<file path="config.mk">
export PLATFORM = sky130hd
export DESIGN_NAME = stream_drain_top
export DESIGN_NICKNAME = d
export VERILOG_FILES = /design/src/rtl/stream_drain_pkg.sv /design/src/rtl/stream_drain_top.sv /design/src/rtl/burst_issuer.sv /design/src/rtl/beat_buffer.sv /design/src/rtl/stream_drain_ctrl.sv /design/src/rtl/fifo_control.sv /design/src/rtl/counter_bin.sv
export VERILOG_INCLUDE_DIRS = /design/src /design/src/rtl
export SDC_FILE = /design/constraint.sdc
export NUM_CORES = 1
export LEC_CHECK = 0
export BUFFER_PORTS_ARGS = -buffer_cell sky130_fd_sc_hd__buf_2
export CAP_MARGIN = 0
export CORE_AREA = 8 8 208 210
export CTS_CLUSTER_SIZE = 24
export DETAILED_ROUTE_END_ITERATION = 16
export DIE_AREA = 0 0 216 218
export PLACE_DENSITY = 0.75
export SLEW_MARGIN = 20
export SYNTH_ARGS = -nofsm -noshare
export SYNTH_HDL_FRONTEND = slang
export SYNTH_SLANG_ARGS = --single-unit
</file>
<file path="constraint.sdc">
create_clock -name axi_aclk -period 4.34 [get_ports axi_aclk]
set_input_delay 0.217 -clock axi_aclk [delete_from_list [all_inputs] [get_ports axi_aclk]]
set_output_delay 0.217 -clock axi_aclk [all_outputs]
set_load 0.005 [all_outputs]
</file>
<file path="src/rtl/stream_drain_consts.svh">
`ifndef STREAM_DRAIN_CONSTS_SVH
`define STREAM_DRAIN_CONSTS_SVH

// ------------------------------
// Buffer geometry
// ------------------------------
`define DRAIN_DEPTH             16      // Entries, power of two
`define DRAIN_ALMOST_WR_MARGIN  2       // Almost-full margin
`define DRAIN_ALMOST_RD_MARGIN  2       // Almost-empty margin

// Payload and burst sizing
`define DRAIN_DATA_W            32
`define DRAIN_BURST_MAX         8       // Longest burst in beats
`define DRAIN_LEN_W             8       // Same width as the drain size field

`endif
</file>
<file path="src/rtl/stream_drain_pkg.sv">
`include "stream_drain_consts.svh"

package stream_drain_pkg;

        // ------------------------------
        // Payload
        // ------------------------------
        typedef struct packed {
                logic [`DRAIN_DATA_W-1:0] data;         // One stream word
        } beat_t;

        // Burst command, address phase only
        typedef struct packed {
                logic [`DRAIN_LEN_W-1:0] len;           // Beats in burst, 1..BURST_MAX
        } burst_cmd_t;

        // ------------------------------
        // Virtual FIFO status
        // ------------------------------
        typedef struct packed {
                logic [$clog2(`DRAIN_DEPTH):0] data_available; // Unreserved beats
                logic                          full;
                logic                          almost_full;
                logic                          empty;
                logic                          almost_empty;
        } drain_status_t;

endpackage : stream_drain_pkg

</file>
<file path="src/rtl/stream_drain_top.sv">
`include "stream_drain_consts.svh"

module stream_drain_top
        import stream_drain_pkg::*;
(
        input  logic                    axi_aclk,
        input  logic                    arst_n,
        input  logic [`DRAIN_LEN_W-1:0] burst_len,
        input  logic                    in_valid,
        input  beat_t                   in_beat,
        output logic                    in_ready,
        output logic                    cmd_valid,
        output burst_cmd_t              cmd,
        output logic                    out_valid,
        output beat_t                   out_beat,
        output logic                    out_last,
        input  logic                    out_ready,
        output drain_status_t           status
);

        // ------------------------------
        // Internal wiring
        // ------------------------------
        logic                    push;
        logic                    pop;
        beat_t                   head;
        logic                    drain_valid;
        logic [`DRAIN_LEN_W-1:0] drain_size;

        beat_buffer u_beat_buffer (
                .axi_aclk (axi_aclk),
                .arst_n   (arst_n),
                .in_valid (in_valid),
                .in_beat  (in_beat),
                .in_ready (in_ready),
                .push     (push),
                .pop      (pop),
                .head     (head)
        );

        // Virtual FIFO mirrors buffer writes, drains by reservation
        stream_drain_ctrl u_drain_ctrl (
                .axi_aclk    (axi_aclk),
                .arst_n      (arst_n),
                .wr_push     (push),
                .drain_valid (drain_valid),
                .drain_size  (drain_size),
                .drain_ready (),                // Issuer gates on data_available
                .status      (status)
        );

        burst_issuer u_burst_issuer (
                .axi_aclk    (axi_aclk),
                .arst_n      (arst_n),
                .burst_len   (burst_len),
                .status      (status),
                .drain_valid (drain_valid),
                .drain_size  (drain_size),
                .cmd_valid   (cmd_valid),
                .cmd         (cmd),
                .head        (head),
                .pop         (pop),
                .out_valid   (out_valid),
                .out_beat    (out_beat),
                .out_last    (out_last),
                .out_ready   (out_ready)
        );

endmodule : stream_drain_top

</file>
<file path="src/rtl/burst_issuer.sv">
`include "stream_drain_consts.svh"

module burst_issuer
        import stream_drain_pkg::*;
(
        input  logic                    axi_aclk,
        input  logic                    arst_n,
        input  logic [`DRAIN_LEN_W-1:0] burst_len,      // Quasi-static
        input  drain_status_t           status,
        output logic                    drain_valid,    // Reserve pulse
        output logic [`DRAIN_LEN_W-1:0] drain_size,
        output logic                    cmd_valid,      // Command pulse
        output burst_cmd_t              cmd,
        input  beat_t                   head,
        output logic                    pop,
        output logic                    out_valid,
        output beat_t                   out_beat,
        output logic                    out_last,
        input  logic                    out_ready
);

        localparam int LEN_W = `DRAIN_LEN_W;

        typedef enum logic {
                ST_IDLE,
                ST_STREAM
        } state_t;

        state_t           state;
        logic [LEN_W-1:0] remaining;    // Beats left in open burst
        logic             len_ok;
        logic             enough;
        logic             launch;
        logic             xfer;

        // ------------------------------
        // Launch decision
        // ------------------------------
        // Zero or oversize lengths never start a burst
        assign len_ok = (burst_len != '0) && (burst_len <= LEN_W'(`DRAIN_BURST_MAX));
        assign enough = LEN_W'(status.data_available) >= burst_len;
        assign launch = (state == ST_IDLE) && len_ok && enough;

        // Reserve and command in the same cycle
        assign drain_valid = launch;
        assign drain_size  = burst_len;
        assign cmd_valid   = launch;
        assign cmd.len     = burst_len;

        // ------------------------------
        // Beat streaming
        // ------------------------------
        assign out_valid = (state == ST_STREAM);
        assign out_beat  = head;                        // Stable until popped
        assign out_last  = out_valid && (remaining == LEN_W'(1));
        assign xfer      = out_valid && out_ready;
        assign pop       = xfer;                        // Pop on the transfer edge

        always_ff @(posedge axi_aclk or negedge arst_n) begin
                if (!arst_n) begin
                        state     <= ST_IDLE;
                        remaining <= '0;
                end else begin
                        case (state)
                                ST_IDLE: begin
                                        if (launch) begin
                                                state     <= ST_STREAM;
                                                remaining <= burst_len;
                                        end
                                end
                                ST_STREAM: begin
                                        if (xfer) begin
                                                remaining <= remaining - 1'b1;
                                                if (remaining == LEN_W'(1)) begin
                                                        state <= ST_IDLE; // Last beat out
                                                end
                                        end
                                end
                                default: state <= ST_IDLE;
                        endcase
                end
        end

endmodule : burst_issuer

</file>
<file path="src/rtl/beat_buffer.sv">
`include "stream_drain_consts.svh"

module beat_buffer
        import stream_drain_pkg::*;
(
        input  logic    axi_aclk,
        input  logic    arst_n,
        input  logic    in_valid,
        input  beat_t   in_beat,
        output logic    in_ready,       // Not full
        output logic    push,           // Strobe per accepted beat
        input  logic    pop,            // Consume head
        output beat_t   head            // Oldest stored beat
);

        localparam int AW = $clog2(`DRAIN_DEPTH);

        beat_t       mem [`DRAIN_DEPTH];
        logic [AW:0] wr_ptr;
        logic [AW:0] rd_ptr;
        logic        full;

        // ------------------------------
        // Flags
        // ------------------------------
        // Same index, opposite lap bit
        assign full = (wr_ptr[AW] != rd_ptr[AW]) &&
                      (wr_ptr[AW-1:0] == rd_ptr[AW-1:0]);

        assign in_ready = !full;
        assign push     = in_valid && in_ready;

        // ------------------------------
        // Pointers
        // ------------------------------
        always_ff @(posedge axi_aclk or negedge arst_n) begin
                if (!arst_n) begin
                        wr_ptr <= '0;
                        rd_ptr <= '0;
                end else begin
                        if (push) begin
                                wr_ptr <= wr_ptr + 1'b1;
                        end
                        // Issuer pops only reserved beats, never from empty
                        if (pop) begin
                                rd_ptr <= rd_ptr + 1'b1;
                        end
                end
        end

        // Storage, no reset needed on payload
        always_ff @(posedge axi_aclk) begin
                if (push) begin
                        mem[wr_ptr[AW-1:0]] <= in_beat;
                end
        end

        // Read is combinational off the read pointer
        assign head = mem[rd_ptr[AW-1:0]];

endmodule : beat_buffer

</file>
<file path="src/rtl/stream_drain_ctrl.sv">
`include "stream_drain_consts.svh"

module stream_drain_ctrl
        import stream_drain_pkg::*;
(
        input  logic                           axi_aclk,
        input  logic                           arst_n,
        input  logic                           wr_push,         // One beat entered the buffer
        input  logic                           drain_valid,     // Reservation pulse
        input  logic [`DRAIN_LEN_W-1:0]        drain_size,      // Beats to reserve
        output logic                           drain_ready,
        output drain_status_t                  status
);

        localparam int AW = $clog2(`DRAIN_DEPTH);

        logic [AW:0] wr_ptr_next;
        logic [AW:0] rd_ptr;
        logic [AW:0] rd_ptr_next;
        logic        drain_take;

        // ------------------------------
        // Write side
        // ------------------------------
        // Occupancy comes from the next pointers only
        counter_bin u_wr_ptr (
                .axi_aclk   (axi_aclk),
                .arst_n     (arst_n),
                .enable     (wr_push),
                .count_curr (),
                .count_next (wr_ptr_next)
        );

        // ------------------------------
        // Drain side with variable step
        // ------------------------------
        // Issuer only asks when enough beats exist
        assign drain_take  = drain_valid && drain_ready;
        assign rd_ptr_next = rd_ptr + (drain_take ? (AW+1)'(drain_size) : '0);

        always_ff @(posedge axi_aclk or negedge arst_n) begin
                if (!arst_n) begin
                        rd_ptr <= '0;
                end else begin
                        rd_ptr <= rd_ptr_next;  // Wraps naturally at 2*depth
                end
        end

        // Count and flags from the post-edge pointers
        fifo_control u_fifo_control (
                .axi_aclk    (axi_aclk),
                .arst_n      (arst_n),
                .wr_ptr_next (wr_ptr_next),
                .rd_ptr_next (rd_ptr_next),
                .status      (status)
        );

        // Polled level rather than a handshake
        assign drain_ready = !status.empty;

endmodule : stream_drain_ctrl

</file>
<file path="src/rtl/fifo_control.sv">
`include "stream_drain_consts.svh"

module fifo_control
        import stream_drain_pkg::*;
(
        input  logic                           axi_aclk,
        input  logic                           arst_n,
        input  logic [$clog2(`DRAIN_DEPTH):0]  wr_ptr_next,     // Post-edge write pointer
        input  logic [$clog2(`DRAIN_DEPTH):0]  rd_ptr_next,     // Post-edge read pointer
        output drain_status_t                  status
);

        localparam int AW = $clog2(`DRAIN_DEPTH);

        // ------------------------------
        // Flag thresholds
        // ------------------------------
        localparam logic [AW:0] FULL_LVL   = (AW+1)'(`DRAIN_DEPTH);
        localparam logic [AW:0] AFULL_LVL  = (AW+1)'(`DRAIN_DEPTH - `DRAIN_ALMOST_WR_MARGIN);
        localparam logic [AW:0] AEMPTY_LVL = (AW+1)'(`DRAIN_ALMOST_RD_MARGIN);

        logic [AW:0] count_next;

        // Modular difference, the MSB handles pointer wrap
        assign count_next = wr_ptr_next - rd_ptr_next;

        // Flags registered from the next count, so status is the post-edge state
        always_ff @(posedge axi_aclk or negedge arst_n) begin
                if (!arst_n) begin
                        status.data_available <= '0;
                        status.full           <= 1'b0;
                        status.almost_full    <= 1'b0;
                        status.empty          <= 1'b1;  // Nothing stored out of reset
                        status.almost_empty   <= 1'b1;
                end else begin
                        status.data_available <= count_next;
                        status.full           <= (count_next == FULL_LVL);
                        status.almost_full    <= (count_next >= AFULL_LVL);
                        status.empty          <= (count_next == '0);
                        status.almost_empty   <= (count_next <= AEMPTY_LVL);
                end
        end

endmodule : fifo_control

</file>
<file path="src/rtl/counter_bin.sv">
`include "stream_drain_consts.svh"

module counter_bin (
        input  logic                           axi_aclk,
        input  logic                           arst_n,
        input  logic                           enable,
        output logic [$clog2(`DRAIN_DEPTH):0]  count_curr,
        output logic [$clog2(`DRAIN_DEPTH):0]  count_next
);

        localparam int AW = $clog2(`DRAIN_DEPTH);
        // Extra MSB separates full from empty, so wrap at twice the depth
        localparam logic [AW:0] LAST = (AW+1)'(2 * `DRAIN_DEPTH - 1);

        // Value the register takes at the coming edge
        always_comb begin
                if (!enable) begin
                        count_next = count_curr;        // Hold
                end else if (count_curr == LAST) begin
                        count_next = '0;                // Wrap
                end else begin
                        count_next = count_curr + 1'b1;
                end
        end

        always_ff @(posedge axi_aclk or negedge arst_n) begin
                if (!arst_n) begin
                        count_curr <= '0;
                end else begin
                        count_curr <= count_next;
                end
        end

endmodule : counter_bin

</file>
==> flow_summary.json <==
{
  "status": "completed",
  "synth_cell_types": 54,
  "track_usage": 0.1936,
  "nNetsFinal": 1203,
  "path_class": "reg -> reg",
  "die_w_um": 216,
  "final.min_clock_period_ps": 4075,
  "gp_congestion": 0.8000,
  "antenna_found_initial": 3,
  "cp_max_fo": 4,
  "cts_root_buf": "clkbuf_16",
  "crit_chain": "inv_1 -> ha_1 -> nand2b_1 -> a21o_1 -> a21o_1 -> a211o_1 -> nand4_1 -> buf_4 -> nor3_1 -> ha_1 -> a21o_1 -> a21oi_1 -> xor2_1 -> inv_1 -> or3_4 -> a2111oi_4 -> a221oi_4 -> nor4b_4",
  "synth_warnings": 0,
  "drt-wirelength-per-cell_um": 26.54,
  "setup_violations": 0,
  "worstSetupEndpointType": "flop",
  "finalSetupTns_ps": 0,
  "p_sw_frac": 0.2897,
  "grt_pass1_vias": 10870,
  "async_flop_share": 0.06909,
  "hp-class": "in -> reg",
  "total_power_mw": 16.54,
  "slew_headroom": 0.3118,
  "crit_path_top_delay_cell": "a2111oi_4",
  "crit_top_cell": "a21o_1",
  "synth_edf_count": 512,
  "power.switching_mw": 4.793,
  "area_growth_pct": 16.58,
  "cts_tree": "built",
  "power.leakage_nw": 8.382,
  "coreArea_mm2": 0.04018,
  "p_seq_frac": 0.407,
  "grt_max_degree": 91,
  "ios": 97,
  "arrival_ps": 4560,
  "drc": 0,
  "dieArea_mm2": 0.04709,
  "synth_seq_cells": 550,
  "clk_pin_slew_ps": 60,
  "clk_latency_ps": 600,
  "overflow": 0,
  "maxCapViolCount": 0,
  "drtAntennaViolNets": 0,
  "yosysTopAreaCellShare": 0.7096,
  "p_clk_frac": 0.290,
  "finish.utilization": 0.6286,
  "whs_ps": 59.00,
  "postSynthAreaPerCell_um2": 22.22,
  "synth_ff_type": "edfxtp_1",
  "cts.sinks": 550,
  "drt-vias-per-instance": 6.069,
  "mappedNetlistArea_mm2": 0.02167,
  "h-tree-depth": 2,
  "skew_ps": 24.89,
  "layout-drive-gt1-share": 0.3486,
  "dpl_cell_area_mm2": 0.02303,
  "p_int_mw": 11.75,
  "fp.dieH_um": 218,
  "vdd_drop_max_mv": 0.8013,
  "numCtsBuffers": 53,
  "fillCellCount": 2676,
  "drt-total-wl_um": 45540,
  "synthCells": 975,
  "vias": 10410,
  "tightest_slew_ps": 1019,
  "start_util": 0.5392,
  "drt_iter0_markers": 1244,
  "hold_viol_final": 0,
  "portBuffers": 96,
  "grt_pass1_wl_um": 68450,
  "powerDensity_mw_per_mm2": 655.0,
  "stdcell_area_mm2": 0.02526,
  "synth_fp_nets": 1041,
  "num_rows": 74,
  "max_freq_mhz": 245.4,
  "ys_top_cells_by_area": "edfxtp_1 71%, mux4_2 17%, dfrtp_1 4.2%, ha_1 1.2%, xnor2_1 0.65%",
  "cpPeakStageDelay_ps": 420,
  "dr.pass1.iters": 5,
  "fin_crit_sh": 0.9390,
  "rsz0062_at_grt": "no",
  "power_frac_comb": 0.303,
  "cp-start-kind": "flop",
  "cp.required_ps": 4820,
  "cts.path.max_buffers": 3,
  "seq_area_frac_synth": 0.7536,
  "dp_hpwl_um": 23190,
  "synth_area_leader_cell": "edfxtp_1",
  "slew_violations": 0
}
-- synthesized netlist by cell type (2+ instances only) --
cell and instances:
a21oi_1 11, inv_1 25, or3_1 2, o31ai_1 3
buf_4 10, nor3_1 9, nor2_1 24, nand2b_1 4
mux4_2 160, nand3_1 3, buf_1 17, nor2b_1 2
or4_1 2, o22a_1 4, edfxtp_1 512, o21ai_0 10
dfstp_2 2, fa_1 2, mux2i_1 4, clkbuf_1 24
a31oi_1 3, a21o_1 5, xor2_1 6, ha_1 20
nand4_1 5, mux2_2 2, a31o_2 2, and2_1 6
nor4_1 2, a41oi_1 4, dfrtp_1 36, nand2_1 16
buf_2 2, xnor2_1 16
-- routing by layer --
metal,GRT usage,share of wire,wire [um]
met5,0,0.00018,8
met4,0.04869,0.017,776
met3,0.03994,0.071,3237
met2,0.3209,0.51,23090
met1,0.2635,0.40,18420
-- power groups by stage --
stage	combinational [mW]	clock (mW)	sequential, mW
detailed placement	5.00	0	6.82
global route	5.40	5.08	6.78
finish	5.01	4.80	6.73
global placement	4.93	0	6.79
floorplan	3.46	0	6.73
CTS	5.05	4.88	6.73
-- cells in the final DEF (no fill, tap or decap), drive strengths merged, types with 3 or more instances in the layout --
| master | instances |
|---|---|
| inv | 28 |
| ha | 20 |
| nor4 | 3 |
| nand2 | 16 |
| nand4 | 5 |
| dlygate4sd3 | 34 |
| nor3 | 10 |
| o22a | 4 |
| o21ai | 11 |
| mux4 | 160 |
| nor2 | 24 |
| xnor2 | 16 |
| dfrtp | 36 |
| nand3 | 3 |
| bufinv | 8 |
| o31ai | 3 |
| or3 | 3 |
| a31oi | 3 |
| xor2 | 7 |
| a21o | 5 |
| mux2i | 4 |
| and2 | 6 |
| a41oi | 4 |
| clkbuf | 64 |
| buf | 127 |
| clkinv | 24 |
| a21oi | 11 |
| edfxtp | 512 |
| nand2b | 4 |
-- layout make-up --
cell class	count	area [um^2]	area share
timing repair buffer	161	1179	0.04666
inverter	25	93.84	0.003715
tap	532	665.6	0.02635
clock inverter	36	392.9	0.01555
multi-input combinational	346	5134	0.2032
antenna	2	5.005	0.0001981
sequential	550	16340	0.6469
clock buffer	64	1450	0.05741
-- cell families after synthesis --
group / synth area share
compound gates: 0.01733
xor+xnor: 0.009644
fa+ha+maj: 0.01386
mux: 0.1692
flops: 0.7536
simple gates: 0.02044
buf+inv: 0.01588
-- sequential cells by signal, summed over array words and instances, names as in the netlist --
name                                count
u_drain_ctrl.rd_ptr                     5
u_beat_buffer.mem                     512
u_drain_ctrl.u_wr_ptr.count_curr        5
u_beat_buffer.rd_ptr                    5
u_burst_issuer.remaining                8
u_drain_ctrl.u_fifo_control.status      9
u_burst_issuer.out_valid                1
u_beat_buffer.wr_ptr                    5
-- stage by stage --
stage / setup WS [ps] / std cells
after floorplan: 20.76 / 975
after CTS: 6.803 / 1713
after global routing: 38.51 / 1716
after detailed placement: 54.83 / 1579
after global placement: 124.1 / 1579
final: 264.8 / 1716
-- path summary, 6_finish.rpt --
kind                            cells after the start                                         endpoint  slack (ps)                                             from
max in group asynchronous                           2              u_beat_buffer.rd_ptr[1]$_DFFE_PN0P_        3390                                           arst_n
worst max register to register                     18  u_drain_ctrl.u_fifo_control.status[3]$_DFF_PN0_         260  u_drain_ctrl.u_fifo_control.status[4]$_DFF_PN0_
worst min register to register                      1                 u_drain_ctrl.rd_ptr[4]$_DFF_PN0_         490                 u_drain_ctrl.rd_ptr[4]$_DFF_PN0_
min in group asynchronous                           2    u_drain_ctrl.u_wr_ptr.count_curr[4]$_DFF_PN0_         300                                           arst_n
worst min-delay path                                3          u_burst_issuer.remaining[1]$_DFFE_PN0P_          60                                     burst_len[1]
worst max-delay path                               18  u_drain_ctrl.u_fifo_control.status[3]$_DFF_PN0_         260  u_drain_ctrl.u_fifo_control.status[4]$_DFF_PN0_
-- worst max-delay path, delay by kind of cell, from the launching register on --
family	cells	cell delay, ps
flops	1	340
compound gates	7	1490
buf+inv	3	320
xor+xnor	1	350
simple gates	5	930
fa+ha+maj	2	530
-- what timing repair did --
item / in CTS / in global routing
endpoints found under the setup margin: 0 / 5
resized for setup: 0 / 4
buffers inserted: 0 / 1
hold buffers: 34 / 0
hold endpoints to repair: 533 / 0
(Power assumes the default switching activity.)
